## config.mk

```make
export PLATFORM = sky130hd
export DESIGN_NAME = rf_core_top
export DESIGN_NICKNAME = d
export VERILOG_FILES = /design/src/source/rf_pkg.sv /design/src/source/rf_ram_if.sv /design/src/source/rf_ram.sv /design/src/source/serial_alu.sv /design/src/source/rf_sequencer.sv /design/src/source/rf_core_top.sv
export SDC_FILE = /design/constraint.sdc
export NUM_CORES = 1
export LEC_CHECK = 0
export ABC_CLOCK_PERIOD_IN_PS = 10800
export CAP_MARGIN = 25
export CORE_ASPECT_RATIO = 0.8
export CORE_MARGIN = 8
export CORE_UTILIZATION = 25
export CTS_CLUSTER_DIAMETER = 50
export CTS_CLUSTER_SIZE = 10
export DETAILED_ROUTE_END_ITERATION = 8
export DONT_BUFFER_PORTS = 1
export PLACE_DENSITY_LB_ADDON = 0.2
export SLEW_MARGIN = 5
export SYNTH_ARGS = -nofsm -noshare
export SYNTH_HDL_FRONTEND = slang
export SYNTH_HIERARCHICAL = 1
export SYNTH_SLANG_ARGS = --single-unit
export TNS_END_PERCENT = 1
```

## constraint.sdc

```tcl
create_clock -name i_clk -period 10.8 [get_ports i_clk]
set_input_delay 1.62 -clock i_clk [delete_from_list [all_inputs] [get_ports i_clk]]
set_output_delay 1.62 -clock i_clk [all_outputs]
set_load 0.01 [all_outputs]
```

## src/source/rf_pkg.sv

```systemverilog
package rf_pkg;

   // 32 serial bit cycles per register word.
   localparam int BIT_CNT_W = 5;

   // general registers 0..31, CSR registers from 32 up.
   typedef logic [5:0] reg_idx_t;

   typedef logic [2**BIT_CNT_W-1:0] word_t;

   typedef logic [2:0] alu_op_t;

   localparam alu_op_t ALU_ADD  = 3'd0;
   localparam alu_op_t ALU_SUB  = 3'd1;
   localparam alu_op_t ALU_XOR  = 3'd2;
   localparam alu_op_t ALU_AND  = 3'd3;
   // returns rs1, no write to rd.
   localparam alu_op_t ALU_PASS = 3'd4;

endpackage

```

## src/source/rf_ram_if.sv

```systemverilog
`timescale 1ns/10ps

module rf_ram_if import rf_pkg::*; #(
   parameter int RF_WIDTH = 8,
   parameter int CSR_REGS = 4,
   localparam int DEPTH = 32 * (32 + CSR_REGS) / RF_WIDTH,
   localparam int AW = $clog2(DEPTH)
) (
   input  logic                i_clk,
   input  logic                i_rst,
   input  logic                i_wreq,
   input  logic                i_rreq,
   output logic                o_ready,
   input  reg_idx_t            i_wreg0,
   input  reg_idx_t            i_wreg1,
   input  logic                i_wen0,
   input  logic                i_wen1,
   input  logic                i_wdata0,
   input  logic                i_wdata1,
   input  reg_idx_t            i_rreg0,
   input  reg_idx_t            i_rreg1,
   output logic                o_rdata0,
   output logic                o_rdata1,
   output logic [AW-1:0]       o_waddr,
   output logic [RF_WIDTH-1:0] o_wdata,
   output logic                o_wen,
   output logic [AW-1:0]       o_raddr,
   input  logic [RF_WIDTH-1:0] i_rdata
);

   localparam int L2W = $clog2(RF_WIDTH);

   logic rgnt;
   logic rreq_r;
   logic wreq_r;

   // write grant is immediate, read grant two cycles after the request.
   assign o_ready = rgnt | i_wreq;

   logic [BIT_CNT_W-1:0] wcnt;
   logic                 wgo;
   logic                 wen0_r;
   logic                 wen1_r;
   logic                 wtrig0;
   logic                 wtrig1;
   logic [RF_WIDTH-2:0]  wdata0_r;
   logic [RF_WIDTH-1:0]  wdata1_r;
   reg_idx_t             wreg;

   generate
      if (RF_WIDTH == 2) begin : g_wtrig_w2
         assign wtrig0 = ~wcnt[0];
         assign wtrig1 = wcnt[0];
      end else begin : g_wtrig
         logic wtrig0_r;

         // port 1 word goes out the cycle after port 0.
         always_ff @(posedge i_clk) begin
            if (i_rst) begin
               wtrig0_r <= 1'b0;
            end else begin
               wtrig0_r <= wtrig0;
            end
         end

         assign wtrig0 = (wcnt[L2W-1:0] == {{(L2W - 1){1'b1}}, 1'b0});
         assign wtrig1 = wtrig0_r;
      end
   endgenerate

   // port 0 word completes with the bit arriving this cycle.
   assign o_wdata = wtrig1 ? wdata1_r : {i_wdata0, wdata0_r};
   assign wreg    = wtrig1 ? i_wreg1 : i_wreg0;

   generate
      if (RF_WIDTH == 32) begin : g_waddr_w32
         assign o_waddr = wreg;
      end else begin : g_waddr
         assign o_waddr = {wreg, wcnt[BIT_CNT_W-1:L2W]};
      end
   endgenerate

   assign o_wen = wgo & ((wtrig0 & wen0_r) | (wtrig1 & wen1_r));

   generate
      if (RF_WIDTH > 2) begin : g_wsr
         always_ff @(posedge i_clk) begin
            wdata0_r <= {i_wdata0, wdata0_r[RF_WIDTH-2:1]};
         end
      end else begin : g_wsr_w2
         always_ff @(posedge i_clk) begin
            wdata0_r <= i_wdata0;
         end
      end
   endgenerate

   always_ff @(posedge i_clk) begin
      wdata1_r <= {i_wdata1, wdata1_r[RF_WIDTH-1:1]};
   end

   always_ff @(posedge i_clk) begin
      if (i_rst) begin
         wcnt   <= '0;
         wgo    <= 1'b0;
         wreq_r <= 1'b0;
         wen0_r <= 1'b0;
         wen1_r <= 1'b0;
      end else begin
         wen0_r <= i_wen0;
         wen1_r <= i_wen1;
         // a read grant also opens the write window for the result.
         wreq_r <= i_wreq | rgnt;
         if (wgo) begin
            wcnt <= wcnt + 1'b1;
         end
         if (wcnt == '1) begin
            wgo <= 1'b0;
         end else if (wreq_r) begin
            wgo <= 1'b1;
         end
      end
   end

   logic [BIT_CNT_W-1:0] rcnt;
   logic                 rtrig0;
   logic                 rtrig1;
   reg_idx_t             rreg;
   logic [RF_WIDTH-1:0]  rdata0;
   logic [RF_WIDTH-2:0]  rdata1;

   // rreg0 address on even slots, rreg1 on the slot after.
   assign rtrig0 = (rcnt[L2W-1:0] == L2W'(1));
   assign rreg   = rtrig0 ? i_rreg1 : i_rreg0;

   generate
      if (RF_WIDTH == 32) begin : g_raddr_w32
         assign o_raddr = rreg;
      end else begin : g_raddr
         assign o_raddr = {rreg, rcnt[BIT_CNT_W-1:L2W]};
      end
   endgenerate

   assign o_rdata0 = rdata0[0];
   // bit 0 of port 1 comes straight from the RAM.
   assign o_rdata1 = rtrig1 ? i_rdata[0] : rdata1[0];

   generate
      if (RF_WIDTH > 2) begin : g_rsr
         always_ff @(posedge i_clk) begin
            if (rtrig1) begin
               rdata1 <= i_rdata[RF_WIDTH-1:1];
            end else begin
               rdata1 <= {1'b0, rdata1[RF_WIDTH-2:1]};
            end
         end
      end else begin : g_rsr_w2
         always_ff @(posedge i_clk) begin
            if (rtrig1) begin
               rdata1 <= i_rdata[1];
            end
         end
      end
   endgenerate

   always_ff @(posedge i_clk) begin
      if (rtrig0) begin
         rdata0 <= i_rdata;
      end else begin
         rdata0 <= {1'b0, rdata0[RF_WIDTH-1:1]};
      end
   end

   always_ff @(posedge i_clk) begin
      if (i_rst) begin
         rcnt   <= '0;
         rtrig1 <= 1'b0;
         rreq_r <= 1'b0;
         rgnt   <= 1'b0;
      end else begin
         rtrig1 <= rtrig0;
         rreq_r <= i_rreq;
         rgnt   <= rreq_r;
         if (i_rreq) begin
            rcnt <= '0;
         end else begin
            rcnt <= rcnt + 1'b1;
         end
      end
   end

endmodule

```

## src/source/rf_ram.sv

```systemverilog
`timescale 1ns/10ps

module rf_ram #(
   parameter int RF_WIDTH = 8,
   parameter int CSR_REGS = 4,
   localparam int DEPTH = 32 * (32 + CSR_REGS) / RF_WIDTH,
   localparam int AW = $clog2(DEPTH)
) (
   input  logic                i_clk,
   input  logic [AW-1:0]       i_waddr,
   input  logic [RF_WIDTH-1:0] i_wdata,
   input  logic                i_wen,
   input  logic [AW-1:0]       i_raddr,
   output logic [RF_WIDTH-1:0] o_rdata
);

   logic [RF_WIDTH-1:0] mem [DEPTH];

   // read data one cycle after the address.
   always_ff @(posedge i_clk) begin
      if (i_wen) begin
         mem[i_waddr] <= i_wdata;
      end
      o_rdata <= mem[i_raddr];
   end

endmodule

```

## src/source/serial_alu.sv

```systemverilog
`timescale 1ns/10ps

module serial_alu import rf_pkg::*; (
   input  logic    i_clk,
   input  logic    i_rst,
   input  logic    i_first,
   input  alu_op_t i_op,
   input  logic    i_a,
   input  logic    i_b,
   output logic    o_res
);

   logic carry;
   logic cin;
   logic b_in;
   logic sum;

   // subtract as a + ~b + 1.
   assign b_in = (i_op == ALU_SUB) ? ~i_b : i_b;
   assign cin  = i_first ? (i_op == ALU_SUB) : carry;
   assign sum  = i_a ^ b_in ^ cin;

   always_comb begin
      case (i_op)
         ALU_ADD,
         ALU_SUB: o_res = sum;
         ALU_XOR: o_res = i_a ^ i_b;
         ALU_AND: o_res = i_a & i_b;
         default: o_res = i_a;
      endcase
   end

   always_ff @(posedge i_clk) begin
      if (i_rst) begin
         carry <= 1'b0;
      end else begin
         carry <= (i_a & b_in) | (cin & (i_a ^ b_in));
      end
   end

endmodule

```

## src/source/rf_sequencer.sv

```systemverilog
`timescale 1ns/10ps

module rf_sequencer import rf_pkg::*; #(
   parameter int RF_WIDTH = 8
) (
   input  logic     i_clk,
   input  logic     i_rst,
   input  logic     i_start,
   input  logic     i_load,
   input  alu_op_t  i_op,
   input  reg_idx_t i_rs1,
   input  reg_idx_t i_rs2,
   input  reg_idx_t i_rd,
   input  word_t    i_data,
   output logic     o_rreq,
   output logic     o_wreq,
   output reg_idx_t o_rreg0,
   output reg_idx_t o_rreg1,
   output reg_idx_t o_wreg0,
   output logic     o_wen0,
   output logic     o_wdata0,
   input  logic     i_ready,
   output logic     o_alu_first,
   output alu_op_t  o_alu_op,
   input  logic     i_alu_res,
   output logic     o_busy,
   output logic     o_done,
   output word_t    o_result
);

   // covers the adapter's last RAM write.
   localparam int DRAIN_CYCLES = RF_WIDTH + 4;
   localparam int DRAIN_W = $clog2(DRAIN_CYCLES);

   typedef enum logic [2:0] {
      S_IDLE,
      S_REQ,
      S_WAIT_RDY,
      S_STREAM,
      S_DRAIN
   } state_t;

   state_t               state;
   logic [BIT_CNT_W-1:0] bit_cnt;
   logic [DRAIN_W-1:0]   drain_cnt;
   logic                 last_bit;
   logic                 last_drain;
   logic                 load_r;
   alu_op_t              op_r;
   reg_idx_t             rs1_r;
   reg_idx_t             rs2_r;
   reg_idx_t             rd_r;
   word_t                load_sr;
   word_t                res_sr;

   assign last_bit   = (bit_cnt == '1);
   assign last_drain = (drain_cnt == DRAIN_W'(DRAIN_CYCLES - 1));

   assign o_rreq = (state == S_REQ) && !load_r;
   // write grant is same cycle, so the load asks from the wait state.
   assign o_wreq = (state == S_WAIT_RDY) && load_r;

   assign o_rreg0 = rs1_r;
   assign o_rreg1 = rs2_r;
   assign o_wreg0 = rd_r;
   assign o_wen0  = (state == S_STREAM) && (load_r || op_r != ALU_PASS);
   assign o_wdata0 = load_r ? load_sr[0] : i_alu_res;

   assign o_alu_first = (state == S_STREAM) && (bit_cnt == '0);
   assign o_alu_op    = op_r;

   assign o_busy   = (state != S_IDLE);
   assign o_done   = (state == S_DRAIN) && last_drain;
   assign o_result = res_sr;

   always_ff @(posedge i_clk) begin
      if (i_rst) begin
         state     <= S_IDLE;
         bit_cnt   <= '0;
         drain_cnt <= '0;
      end else begin
         case (state)
            S_IDLE: begin
               if (i_start) begin
                  state <= S_REQ;
               end
            end
            S_REQ: state <= S_WAIT_RDY;
            S_WAIT_RDY: begin
               if (i_ready) begin
                  state   <= S_STREAM;
                  bit_cnt <= '0;
               end
            end
            S_STREAM: begin
               bit_cnt <= bit_cnt + 1'b1;
               if (last_bit) begin
                  state     <= S_DRAIN;
                  drain_cnt <= '0;
               end
            end
            S_DRAIN: begin
               drain_cnt <= drain_cnt + 1'b1;
               if (last_drain) begin
                  state <= S_IDLE;
               end
            end
            default: state <= S_IDLE;
         endcase
      end
   end

   // command latch and serial shifters.
   always_ff @(posedge i_clk) begin
      if (state == S_IDLE && i_start) begin
         load_r  <= i_load;
         op_r    <= i_op;
         rs1_r   <= i_rs1;
         rs2_r   <= i_rs2;
         rd_r    <= i_rd;
         load_sr <= i_data;
      end else if (state == S_STREAM) begin
         load_sr <= {1'b0, load_sr[31:1]};
      end
      if (state == S_STREAM) begin
         res_sr <= {o_wdata0, res_sr[31:1]};
      end
   end

endmodule

```

## src/source/rf_core_top.sv

```systemverilog
`timescale 1ns/10ps

module rf_core_top import rf_pkg::*; #(
   parameter int RF_WIDTH = 8,
   parameter int CSR_REGS = 4
) (
   input  logic     i_clk,
   input  logic     i_rst,
   input  logic     i_start,
   input  logic     i_load,
   input  alu_op_t  i_op,
   input  reg_idx_t i_rs1,
   input  reg_idx_t i_rs2,
   input  reg_idx_t i_rd,
   input  word_t    i_data,
   output logic     o_busy,
   output logic     o_done,
   output word_t    o_result
);

   localparam int DEPTH = 32 * (32 + CSR_REGS) / RF_WIDTH;
   localparam int AW = $clog2(DEPTH);

   logic                rreq;
   logic                wreq;
   logic                ready;
   reg_idx_t            rreg0;
   reg_idx_t            rreg1;
   reg_idx_t            wreg0;
   logic                wen0;
   logic                wdata0;
   logic                rdata0;
   logic                rdata1;
   logic                alu_first;
   alu_op_t             alu_op;
   logic                alu_res;
   logic [AW-1:0]       waddr;
   logic [RF_WIDTH-1:0] wdata;
   logic                wen;
   logic [AW-1:0]       raddr;
   logic [RF_WIDTH-1:0] rdata;

   rf_sequencer #(
      .RF_WIDTH (RF_WIDTH)
   ) u_seq (
      .i_clk       (i_clk),
      .i_rst       (i_rst),
      .i_start     (i_start),
      .i_load      (i_load),
      .i_op        (i_op),
      .i_rs1       (i_rs1),
      .i_rs2       (i_rs2),
      .i_rd        (i_rd),
      .i_data      (i_data),
      .o_rreq      (rreq),
      .o_wreq      (wreq),
      .o_rreg0     (rreg0),
      .o_rreg1     (rreg1),
      .o_wreg0     (wreg0),
      .o_wen0      (wen0),
      .o_wdata0    (wdata0),
      .i_ready     (ready),
      .o_alu_first (alu_first),
      .o_alu_op    (alu_op),
      .i_alu_res   (alu_res),
      .o_busy      (o_busy),
      .o_done      (o_done),
      .o_result    (o_result)
   );

   serial_alu u_alu (
      .i_clk   (i_clk),
      .i_rst   (i_rst),
      .i_first (alu_first),
      .i_op    (alu_op),
      .i_a     (rdata0),
      .i_b     (rdata1),
      .o_res   (alu_res)
   );

   // write port 1 is unused here.
   rf_ram_if #(
      .RF_WIDTH (RF_WIDTH),
      .CSR_REGS (CSR_REGS)
   ) u_ram_if (
      .i_clk    (i_clk),
      .i_rst    (i_rst),
      .i_wreq   (wreq),
      .i_rreq   (rreq),
      .o_ready  (ready),
      .i_wreg0  (wreg0),
      .i_wreg1  ('0),
      .i_wen0   (wen0),
      .i_wen1   (1'b0),
      .i_wdata0 (wdata0),
      .i_wdata1 (1'b0),
      .i_rreg0  (rreg0),
      .i_rreg1  (rreg1),
      .o_rdata0 (rdata0),
      .o_rdata1 (rdata1),
      .o_waddr  (waddr),
      .o_wdata  (wdata),
      .o_wen    (wen),
      .o_raddr  (raddr),
      .i_rdata  (rdata)
   );

   rf_ram #(
      .RF_WIDTH (RF_WIDTH),
      .CSR_REGS (CSR_REGS)
   ) u_ram (
      .i_clk   (i_clk),
      .i_waddr (waddr),
      .i_wdata (wdata),
      .i_wen   (wen),
      .i_raddr (raddr),
      .o_rdata (rdata)
   );

endmodule

```

== After elaboration in Yosys (flattened, before gate mapping) ==
Memory sizes are Yosys's and may differ from the RTL's. A register that Yosys moved wholly into a read port is not among the register bits.
Index checks and enable logic that the tools add are counted.
W data, S select, Z words.

* Memories: 1
* RAM bits: 1152
* Output and inout bits: 34
* Register bits: 138
* Logic and storage cells: 102

{| class="wikitable"
|+ Memory list
! memory !! words !! bits a word !! rd ports !! clocked after memory_dff !! write ports !! line !! RTL
|-
| u_ram.mem || 144 || 8 || 1 || 1 || 1 || rf_ram.sv:17 || <nowiki>logic [RF_WIDTH-1:0] mem [DEPTH];</nowiki>
|}

* Add/sub/neg operators: 4
* Bitwise gates (word level): 11
* Equality and inequality tests: 17
* Reduce and logical (&&, ||, !) cells: 21
* Mux-type cells: 23

{| class="wikitable"
|+ Operator list
! cell !! number
|-
| $mux W32 || 2
|-
| $mux W6 || 3
|-
| $add A5 B1 Y5 const B || 3
|-
| $pmux W3 S5 || 1
|-
| $eq A3 B2 Y1 const B || 4
|-
| $mux W3 || 4
|-
| $eq A5 B5 Y1 const B || 2
|-
| $pmux W5 S2 || 1
|-
| $eq A3 B1 Y1 const B || 3
|-
| $mux W8 || 1
|-
| $pmux W4 S2 || 1
|-
| $mux W7 || 1
|-
| $eq A3 B3 Y1 const B || 2
|-
| $logic_and A1 B1 Y1 || 6
|-
| $logic_not A3 Y1 || 2
|-
| $mux W1 || 6
|-
| $reduce_bool A2 Y1 || 3
|-
| $reduce_or A2 Y1 || 3
|-
| $and A1 B1 Y1 || 5
|-
| $logic_not A5 Y1 || 1
|-
| $mux W5 || 1
|-
| $add A4 B1 Y4 const B || 1
|-
| $eq A4 B4 Y1 const B || 1
|-
| $mux W4 || 1
|-
| other kinds (12) || 18
|}

== Logic depth before layout (Yosys ltp) ==
Gate-level depths: netlist of run 1.

* Depth after elaboration: 8
* Mapped depth: 14

== Hierarchy ==
The synthesis of run 1 kept the hierarchy.

{| class="wikitable"
|+ Modules (own cells, without submodules)
! module !! cells an instance !! seq. area each (µm²) !! area each (µm²) !! instances
|-
| rf_ram || 2134 || 34753.3 || 45466.1 || 1
|-
| rf_sequencer || 203 || 2822.7 || 3747.3 || 1
|-
| rf_ram_if || 144 || 960.9 || 1806.7 || 1
|-
| serial_alu || 12 || 20.0 || 128.9 || 1
|-
| rf_core_top || 1 || 0.0 || 3.8 || 1
|}

== Least setup slack after synthesis of run 1 ==
No wires, ideal clock.

* Path kind: reg-to-reg
* Start: register u_seq.state[2]
* End: memory u_ram.mem[0][7] (data pin)
* Slack: 7206 ps
* Arrival: 3194 ps
* Stages on the path, launching flop included: 10
* Required time: 10400 ps
* Path through: dfxtp_1 > buf_6 > nand3b_1 > nor4_1 > mux2i_1 > fa_1 > mux2_4 > o21ai_2 > mux2_2 > mux2_2

* Cells in the longest elaborated chain, start to end: 7

{| class="wikitable"
|+ RTL lines
! item !! line !! RTL
|-
| from (decl) || rf_sequencer.sv:43 || <nowiki>state_t state;</nowiki>
|-
| from (signal assigned) || rf_sequencer.sv:78 || <nowiki>state <= S_IDLE;</nowiki>
|-
| from (signal assigned) || rf_sequencer.sv:85 || <nowiki>state <= S_REQ;</nowiki>
|-
| from (signal assigned) || rf_sequencer.sv:88 || <nowiki>S_REQ: state <= S_WAIT_RDY;</nowiki>
|-
| $eq A3 B2 Y1 || rf_sequencer.sv:69 || <nowiki>assign o_alu_first = (state == S_STREAM) && (bit_cnt == '0);</nowiki>
|-
| $logic_and A1 B1 Y1 || rf_sequencer.sv:69 ||
|-
| net alu_first || rf_core_top.sv:34 || <nowiki>logic alu_first;</nowiki>
|-
| $mux W1 || serial_alu.sv:20 || <nowiki>assign cin = i_first ? (i_op == ALU_SUB) : carry;</nowiki>
|-
| $xor A1 B1 Y1 || serial_alu.sv:21 || <nowiki>assign sum = i_a ^ b_in ^ cin;</nowiki>
|-
| $pmux W1 S3 || serial_alu.sv:24 || <nowiki>case (i_op)</nowiki>
|-
| net alu_res || rf_core_top.sv:36 || <nowiki>logic alu_res;</nowiki>
|-
| $mux W1 || rf_sequencer.sv:67 || <nowiki>assign o_wdata0 = load_r ? load_sr[0] : i_alu_res;</nowiki>
|-
| net wdata0 || rf_core_top.sv:31 || <nowiki>logic wdata0;</nowiki>
|-
| $mux W8 || rf_ram_if.sv:72 || <nowiki>assign o_wdata = wtrig1 ? wdata1_r : {i_wdata0, wdata0_r};</nowiki>
|-
| net wdata[7] || rf_core_top.sv:38 || <nowiki>logic [RF_WIDTH-1:0] wdata;</nowiki>
|-
| to (decl) || rf_ram.sv:17 ||
|}

The timed path passes the listed nets, and every way through them passes these cells.

== Worst setup path after layout of run 1 ==
* Start: register u_ram_if.rcnt[1]
* End: register u_ram.o_rdata[5] (read register of u_ram.mem)

* Cells in the longest elaborated chain, start to end: 2

{| class="wikitable"
|+ RTL lines
! item !! line !! RTL
|-
| from (decl) || rf_ram_if.sv:124 || <nowiki>logic [BIT_CNT_W-1:0] rcnt;</nowiki>
|-
| from (signal assigned) || rf_ram_if.sv:186 || <nowiki>rcnt <= rcnt + 1'b1;</nowiki>
|-
| $eq A3 B1 Y1 || rf_ram_if.sv:132 || <nowiki>assign rtrig0 = (rcnt[L2W-1:0] == L2W'(1));</nowiki>
|-
| $mux W6 || rf_ram_if.sv:133 || <nowiki>assign rreg = rtrig0 ? i_rreg1 : i_rreg0;</nowiki>
|-
| net raddr[3] || rf_core_top.sv:40 || <nowiki>logic [AW-1:0] raddr;</nowiki>
|-
| to (decl) || rf_ram.sv:14 || <nowiki>output logic [RF_WIDTH-1:0] o_rdata</nowiki>
|}

The timed path passes the listed nets, and every way through them passes these cells.
A chain may end at the register's enable or synchronous reset.

==> metrics.md, run 1 <==
| Metric | Value |
|---|---|
| Status | `completed` |
| Register area share after synthesis | `75.38%` |
| Hold-fix buffers, CTS | `0` |
| Ports | `91` |
| Worst Setup End Kind | `flop` |
| Htree depth | `4` |
| Cells after Synth | `2494` |
| Relative slew slack | `26.94%` |
| GRT Util Overall | `12.49%` |
| Num Clock Sinks | `1307` |
| Area delta synth->final | `15.11%` |
| Final Power | `12.04 mW` |
| Clock root buffer master | `clkbuf_16` |
| First-pass GRT wire length | `196900 um` |
| Mean Syn Cell Area | `20.51 sq um` |
| Routed wire length | `139200 um` |
| Pwr/cell area | `204.5 nW/um^2` |
| Post-CTS setup buffers | `0` |
| Worst setup SP type | `flop` |
| Die width | `521.7 um` |
| Clk pin slew, worst setup/hold paths | `0.06 ns` |
| CTS tree | `yes` |
| DIE HEIGHT | `420.6 um` |
| Worst-case clock buffer depth | `3` |
| Fin crit period | `4.707 ns` |
| Routed length per instance | `25.87 um` |
| Kind of cell adding the most delay to the critical path | `compound AO/OA/AOI/OAI gates` |
| Leak | `17.57 nW` |
| Share of layout cells above drive strength 1 | `22.17%` |
| Final Skew | `0.02968 ns` |
| Initial Util | `25.16%` |
| Worst vdd ir | `0.0001606 V` |
| Fmax | `212.5 MHz` |
| Gpl congestion | `0.8029` |
| # setup viols final | `0` |
| EDFF count, synth | `1238` |
| DRT iter0 DRCs | `2602` |
| DR DRC count | `0` |
| Die area | `219400 sq um` |
| Max Cap Viol | `0` |
| Port Buf Inserts | `0` |
| RSZ-0062 raised after global routing | `false` |
| Largest net degree at the start of global routing | `123` |
| Critical Setup Path Class | `reg2reg` |
| Cell Rows | `148` |
| Final TNS setup | `0 ns` |
| Worst-skew pair later-pin latency | `0.79 ns` |
| Most common cell type on the critical path | `buf_4` |
| Period utilization | `43.58%` |
| Top_reg_cell synth | `edfxtp_1` |
| Total CTS buffers | `157` |
| Dpl hpwl | `88350 um` |
| Antenna-violating nets left | `0` |
| Synth unique cells | `62` |
| FF+latch count, synth | `1307` |
| Arrival time worst endpoint | `5.35 ns` |
| Crit path buf inv count | `4` |
| Grt ovf | `0` |
| CP Max Fanout | `39` |
| Hold Fails Final Rpt | `0` |
| Critical path's largest stage delay | `0.85 ns` |
| Count leader, synth | `edfxtp_1` |
| Worst min path class | `reg2reg` |
| Top cell type by total area after synthesis | `edfxtp_1` |
| Initial antenna violation count | `10` |
| Area share of the largest cell type after synthesis | `72.68%` |
| Via count of the routed design | `24.89k` |
| R2R Setup Slk | `6.09 ns` |
| Top post-synthesis cells by area | `edfxtp_1 (73%), mux4_2 (9.6%), dfxtp_1 (2.7%)` |
| Core area | `203300 sq um` |
| Vias in the first global route | `25.78k` |
| Avg Vias per Cell | `4.624` |
| Worst-path cell chain | `inv_1 -> ha_1 -> nor2b_2 -> buf_4 -> mux2_4 -> buf_4 -> nor2_2 -> buf_4 -> a22oi_1 -> a21oi_1 -> a211oi_1 -> o31a_2 -> a311oi_1` |
| Async SR Flop Fraction | `0%` |
| WP data required | `11.44 ns` |
| Slew Limit Fails | `0` |
| Post-CTS sizing | `0` |
| FILL cells | `19.91k` |
| Nets | `2676` |
| Worst path slowest cell | `a211oi_1` |
| First-pass DRT Iterations | `6` |
| Slew @ Worst Pin | `1.092 ns` |
| Synth Warn # | `6` |
| Cell area after synthesis | `51150 sq um` |
| Commonest cells post-synth | `edfxtp_1 (1238), mux4_2 (218), nor2_1 (168), mux2i_1 (112), a22oi_1 (83)` |
-- state kept, by name, summed over array words and instances, names as in the netlist, 3 cells and up --
name               flops
u_ram_if/wdata1_r      8
u_ram_if/wcnt          5
u_seq/bit_cnt          5
u_ram_if/rdata1        7
u_seq/o_wreg0          6
u_ram/mem           1152
u_seq/state            3
u_ram_if/wdata0_r      7
u_ram/o_rdata          8
u_ram_if/rdata0        8
u_seq/o_result        32
u_seq/o_alu_op         3
u_seq/o_rreg1          6
u_seq/load_sr         32
u_seq/drain_cnt        4
u_ram_if/rcnt          5
u_seq/o_rreg0          6
-- cell families (layout without fill, tap and decap cells) --
logic type	Yosys count	in the layout	synth area share (%)
compound gates	211	211	2.884
xor+xnor	3	3	0.05138
fa+ha+maj	11	11	0.2837
buf+inv	148	326	2.155
flops	1307	1307	75.38
mux	452	452	15.89
other cells	1	11	0.007331
simple gates	361	361	3.351
-- path summary, 6_finish.rpt --
kind	startpoint	endpoint	cells past startpoint
min reg2reg	u_ram_if/wdata1_r[4]$_DFF_P_	u_ram_if/wdata1_r[3]$_DFF_P_	0
max reg2reg	u_ram_if/rcnt[1]$_SDFF_PP0_	u_ram/o_rdata[5]$_DFF_P_	13
min	u_ram_if/wdata1_r[4]$_DFF_P_	u_ram_if/wdata1_r[3]$_DFF_P_	0
max	u_ram_if/rcnt[1]$_SDFF_PP0_	u_ram/o_rdata[5]$_DFF_P_	13
-- cell type report --
| class | instances | area, sq um | share of cell area, % |
|---|---|---|---|
| diodes | 3 | 7.507 | 0.01275 |
| inverters | 8 | 30.03 | 0.05100 |
| flip-flops and latches | 1307 | 38560 | 65.49 |
| clock buffers | 202 | 4193 | 7.120 |
| clock inverters | 28 | 319.1 | 0.5418 |
| well taps | 2700 | 3378 | 5.737 |
| multi-input cells | 1046 | 11570 | 19.65 |
| repair buffers | 88 | 822.0 | 1.396 |
-- where the power goes --
group          internal [mW]  leakage (nW)  total (mW)  switching (mW)
registers               6.12          11.8        6.16          0.0362
logic                  0.220          3.62        1.11           0.888
clock network           2.76          2.19        4.77            2.02
-- layer usage --
layer / global-route usage, % / part of all wire [%] / vias up
li1: - / - / 10455
met3: 2.805 / 6.5 / 187
met1: 17.94 / 47 / 13468
met5: 0 / 0 / -
met2: 19.03 / 45 / 775
met4: 3.414 / 2.1 / 0
-- worst reg2reg max path, delay by kind of cell (launching register included) --
kind | cells | cell delay, ns
flip-flops | 1 | 0.36
AND/OR/NAND/NOR | 2 | 0.37
buffers and inverters | 4 | 1.24
adder cells (fa/ha/maj) | 1 | 0.18
AO/OA/AOI/OAI | 5 | 1.75
multiplexers | 1 | 0.69
-- stage by stage --
step	cells	setup slack (ns)	util (%)	hold slack, ns	instance area [sq um]
after global placement	5105	6.019	26.51	0.3375	53910
after detailed placement	5129	6.036	26.63	0.3377	54150
after global routing	5379	5.846	28.96	0.3579	58880
after CTS	5359	6.027	28.85	0.3435	58660
after floorplan	2501	7.206	-	0.3257	51180
final	5382	6.093	28.96	0.3487	58880
-- placed cells by master, fill, tap and decap left out, types with 9 or more instances in the layout --
cell type  Yosys  layout
a211oi_1      14      14
a21oi_1       52      52
a22oi_1       83      83
a31oi_1        9       9
buf_4         15      66
buf_6         21      15
clkbuf_1      54      40
clkbuf_16      0     161
dfxtp_1       69      67
edfxtp_1    1238    1238
ha_1          10      10
mux2_2        45      35
mux2_4        29      39
mux2i_1      112     112
mux4_1        41      41
mux4_2       218     218
nand2_1       52      52
nand2b_1      19      19
nand3_1       39      39
nand4_1       10      10
nor2_1       168     166
nor2b_1       30      27
nor3_1        10      10
o21ai_0       12      12
Note: power is estimated with default switching activity, not from simulation.
==> run 2: changes to the inputs <==
ABC_AREA = 1   (was not set)
ABC_CLOCK_PERIOD_IN_PS = 4700   (was 10800)
clock period = 4.7 ns   (was 10.8 ns; I/O delays follow)
==> run 2 against run 1 <==
Net effect:
- setup slack worse by 5.2 ns
- sequential share of layout area down 2.5 points
- routed wire length up 17%
- core utilization about the same
- combinational power rose to 5.2 times the previous value
- clock skew up 0.0096 ns
- clock power up 130%
- critical path depth up 1
- non-clock buffer count up 104
==> metrics.md, run 2 <==
| Metric | Value |
|---|---|
| Clk pin slew, worst setup/hold paths | `0.06 ns (about the same)` |
| Grt ovf | `0 (unchanged)` |
| Final TNS setup | `0 ns (unchanged)` |
| Met2 wire len | `69860 um (+12%)` |
| # setup viols final | `0 (unchanged)` |
| Largest family of logic cells by synthesized area | `simple AND/OR/NAND/NOR gates` |
| Initial Util | `25.11% (-0.049 points)` |
| Synth unique cells | `37 (-40%)` |
| Crit path buf inv count | `2 (-2)` |
| Post-CTS sizing | `0 (unchanged)` |
| Worst-case clock buffer depth | `3 (unchanged)` |
| Most common cell type on the critical path | `nand3_1` |
| Slew Limit Fails | `0 (unchanged)` |
| Post-synthesis mux area share | `0.4667% (-15 points)` |
| FF+latch count, synth | `1307 (unchanged)` |
| Hold Fails Final Rpt | `0 (unchanged)` |
| Total CTS buffers | `157 (unchanged)` |
| Register with the most flip-flops | `u_ram/mem` |
| Hold slack | `0.09547 ns (-0.2532 ns)` |
| Compound-cell area share of the yosys netlist | `1.579% (-1.3 points)` |
| Met1 Wirelength | `80830 um (+24%)` |
| Cells after Synth | `4443 (+78%)` |
| Port Buf Inserts | `0 (unchanged)` |
| Post-layout util | `28.94% (about the same)` |
| Final Skew | `0.03931 ns (+0.009635 ns)` |
| EDFF count, synth | `1238 (unchanged)` |
| Arrival time worst endpoint | `4.48 ns (-0.87 ns)` |
| Worst Setup End Kind | `flop` |
| Async SR Flop Fraction | `0% (unchanged)` |
| Register area share after synthesis | `72.63% (-2.7 points)` |
| Pwr/cell area | `520.1 nW/um^2 (+150%)` |
| WP data required | `5.43 ns (-6.01 ns)` |
| Antenna-violating nets left | `0 (unchanged)` |
| Nets | `4592 (+72%)` |
| Die area | `227400 sq um (+3.6%)` |
| Synth Area in XOR/XNOR | `0% (-0.051 points)` |
| Ports | `91 (unchanged)` |
| Worst setup SP type | `flop` |
| RSZ-0062 raised after global routing | `false` |
| Leak | `21.06 nW (+20%)` |
| Area share of the largest cell type after synthesis | `70.03% (-2.6 points)` |
| Worst path slowest cell | `ha_1` |
| Most frequent cells in the layout | `nand2_1 (1304), edfxtp_1 (1238), nand3_1 (1017)` |
| Final Power | `31.83 mW (+160%)` |
| Cell Rows | `151 (+2.0%)` |
| Routed length per instance | `21.92 um (-15%)` |
| Largest net degree at the start of global routing | `171 (+39%)` |
| Worst min path class | `in2reg` |
| Dpl hpwl | `94330 um (+6.8%)` |
| Worst vdd ir | `0.0005405 V (+240%)` |
| Htree depth | `4 (unchanged)` |
| Period utilization | `79.99% (+36 points)` |
| Max Cap Viol | `0 (unchanged)` |
| Share of layout cells above drive strength 1 | `8.538% (-14 points)` |
| CTS tree | `yes` |
| Top cell type by total area after synthesis | `edfxtp_1` |
| Mean Syn Cell Area | `11.95 sq um (-42%)` |
| Core area | `211400 sq um (+4.0%)` |
| Relative slew slack | `29.27% (+2.3 points)` |
| Vias in the first global route | `32.52k (+26%)` |
| Initial antenna violation count | `5 (-5)` |
| Via count of the routed design | `33.98k (+37%)` |
| Synth Warn # | `6 (unchanged)` |
| DIE HEIGHT | `428.2 um (+1.8%)` |
| Max reg flops | `1152 (unchanged)` |
| Top_reg_cell synth | `edfxtp_1` |
| Critical path's largest stage delay | `0.49 ns (-0.36 ns)` |
| Routed wire length | `163000 um (+17%)` |
| Worst-path cell chain | `ha_1 -> nand2_4 -> nand2_1 -> nand2_4 -> inv_4 -> buf_12 -> nand3_1 -> nand3_1 -> nand3_1 -> nand2_1 -> nand2_1 -> nand3_1 -> nand3_1 -> nand2_1` |
| Avg Vias per Cell | `4.571 (-1.1%)` |
| Worst-skew pair later-pin latency | `0.80 ns (about the same)` |
| Commonest cells post-synth | `nand2_1 (1306), edfxtp_1 (1238), nand3_1 (1017), nor2_1 (271), buf_2 (92)` |
| Post-Synth Simple-Gate Area | `20.93% (+18 points)` |
| Count leader, synth | `nand2_1` |
| GRT Util Overall | `13.92% (+1.4 points)` |
| Critical Setup Path Class | `reg2reg` |
| Status | `completed` |
| Fmax | `266.0 MHz (+25%)` |
| Cell area after synthesis | `53080 sq um (+3.8%)` |
| Adder-Cell Fraction of Synth Area | `0.2734% (-0.010 points)` |
| Commonest non-fill, non-tap cell in the layout | `nand2_1` |
| First-pass DRT Iterations | `6 (unchanged)` |
| CP Max Fanout | `72 (+85%)` |
| DR top layer | `met4` |
| DR DRC count | `0 (unchanged)` |
| Clock root buffer master | `clkbuf_16` |
| Num Clock Sinks | `1307 (unchanged)` |
| Kind of cell adding the most delay to the critical path | `simple AND/OR/NAND/NOR gates` |
| Die width | `531.2 um (+1.8%)` |
| Area delta synth->final | `15.27%` |
| Met3 WL | `9500 um (+4.3%)` |
| Slew @ Worst Pin | `1.061 ns (-0.03091 ns)` |
| DRT iter0 DRCs | `3310 (+27%)` |
| Gpl congestion | `0.7806 (-2.8%)` |
| First-pass GRT wire length | `237200 um (+20%)` |
| Fin crit period | `3.759 ns (-0.9476 ns)` |
| Top post-synthesis cells by area | `edfxtp_1 (70%), nand3_1 (9.6%), nand2_1 (9.2%)` |
[run 2: cell types whose count changed after synthesis, sizes merged, moves of 32 or more]
cell	change
nor2	+107
inv	+72
nand2	+1256
mux4	-259
o21ai	+62
mux2	-62
buf	+145
nand3	+978
a21oi	-32
mux2i	-112
a22oi	-83
[run 2: stage by stage]
step	setup slack (ns)	instances	cell area [sq um]
3_3_place_gp	0.9677	7171	56420
3_5_place_dp	0.9380	7171	56420
2_1_floorplan	0.7971	4450	53110
4_1_cts	0.8890	7432	61180
6_report	0.9407	7434	61190
5_1_grt	0.6365	7433	61180
[run 2: worst paths after layout]
check / from / endpoint / slack, ns / depth (start not counted)
setup / recovery: u_ram_if/rcnt[0]$_SDFF_PP0_ / u_ram/o_rdata[0]$_DFF_P_ / 0.94 / 14
hold / removal: i_rst / u_ram_if/wcnt[3]$_SDFFE_PP0P_ / 0.1 / 3
setup reg to reg: u_ram_if/rcnt[0]$_SDFF_PP0_ / u_ram/o_rdata[0]$_DFF_P_ / 0.94 / 14
hold reg to reg: u_ram_if/wdata0_r[2]$_DFF_P_ / u_ram_if/wdata0_r[1]$_DFF_P_ / 0.34 / 0
[run 2: logic make-up after synthesis]
kind of cell,after synthesis
buf+inv,356
mux,19
simple gates,2607
fa+ha+maj,11
flops,1307
other cells,1
compound gates,142
[run 2: area by class of cell]
type,instances,area [sq um]
fillers,21565,150200
flip-flops and latches,1307,38560
multi-input cells,2787,12490
clock buffers,210,4212
well taps,2830,3541
repair buffers,192,1724
inverters,79,332.8
clock inverters,28,317.8
diodes,1,2.502
[run 2: worst min-delay path, cell delays in order]
cell	delay, ns
inv_2	0.04
nand2_1	0.06
nor2_1	0.03
[run 2: timing repair]
action                                 in CTS  in global routing
setup buffers                               0                  0
hold buffers                               23                  0
endpoints found under the hold margin      37                  0
[run 2: layer usage]
metal / track usage [%] / up-vias
met5: 0 / -
met1: 21.56 / 17099
met4: 3.102 / 0
met3: 2.571 / 179
li1: - / 15797
met2: 20.00 / 905
[run 2: power by group]
part / switching, mW / internal [mW] / total (mW)
logic: 4.66 / 1.09 / 5.75
clock network: 4.76 / 6.35 / 11.1
registers: 0.235 / 14.7 / 15.0
total: 9.65 / 22.2 / 31.8
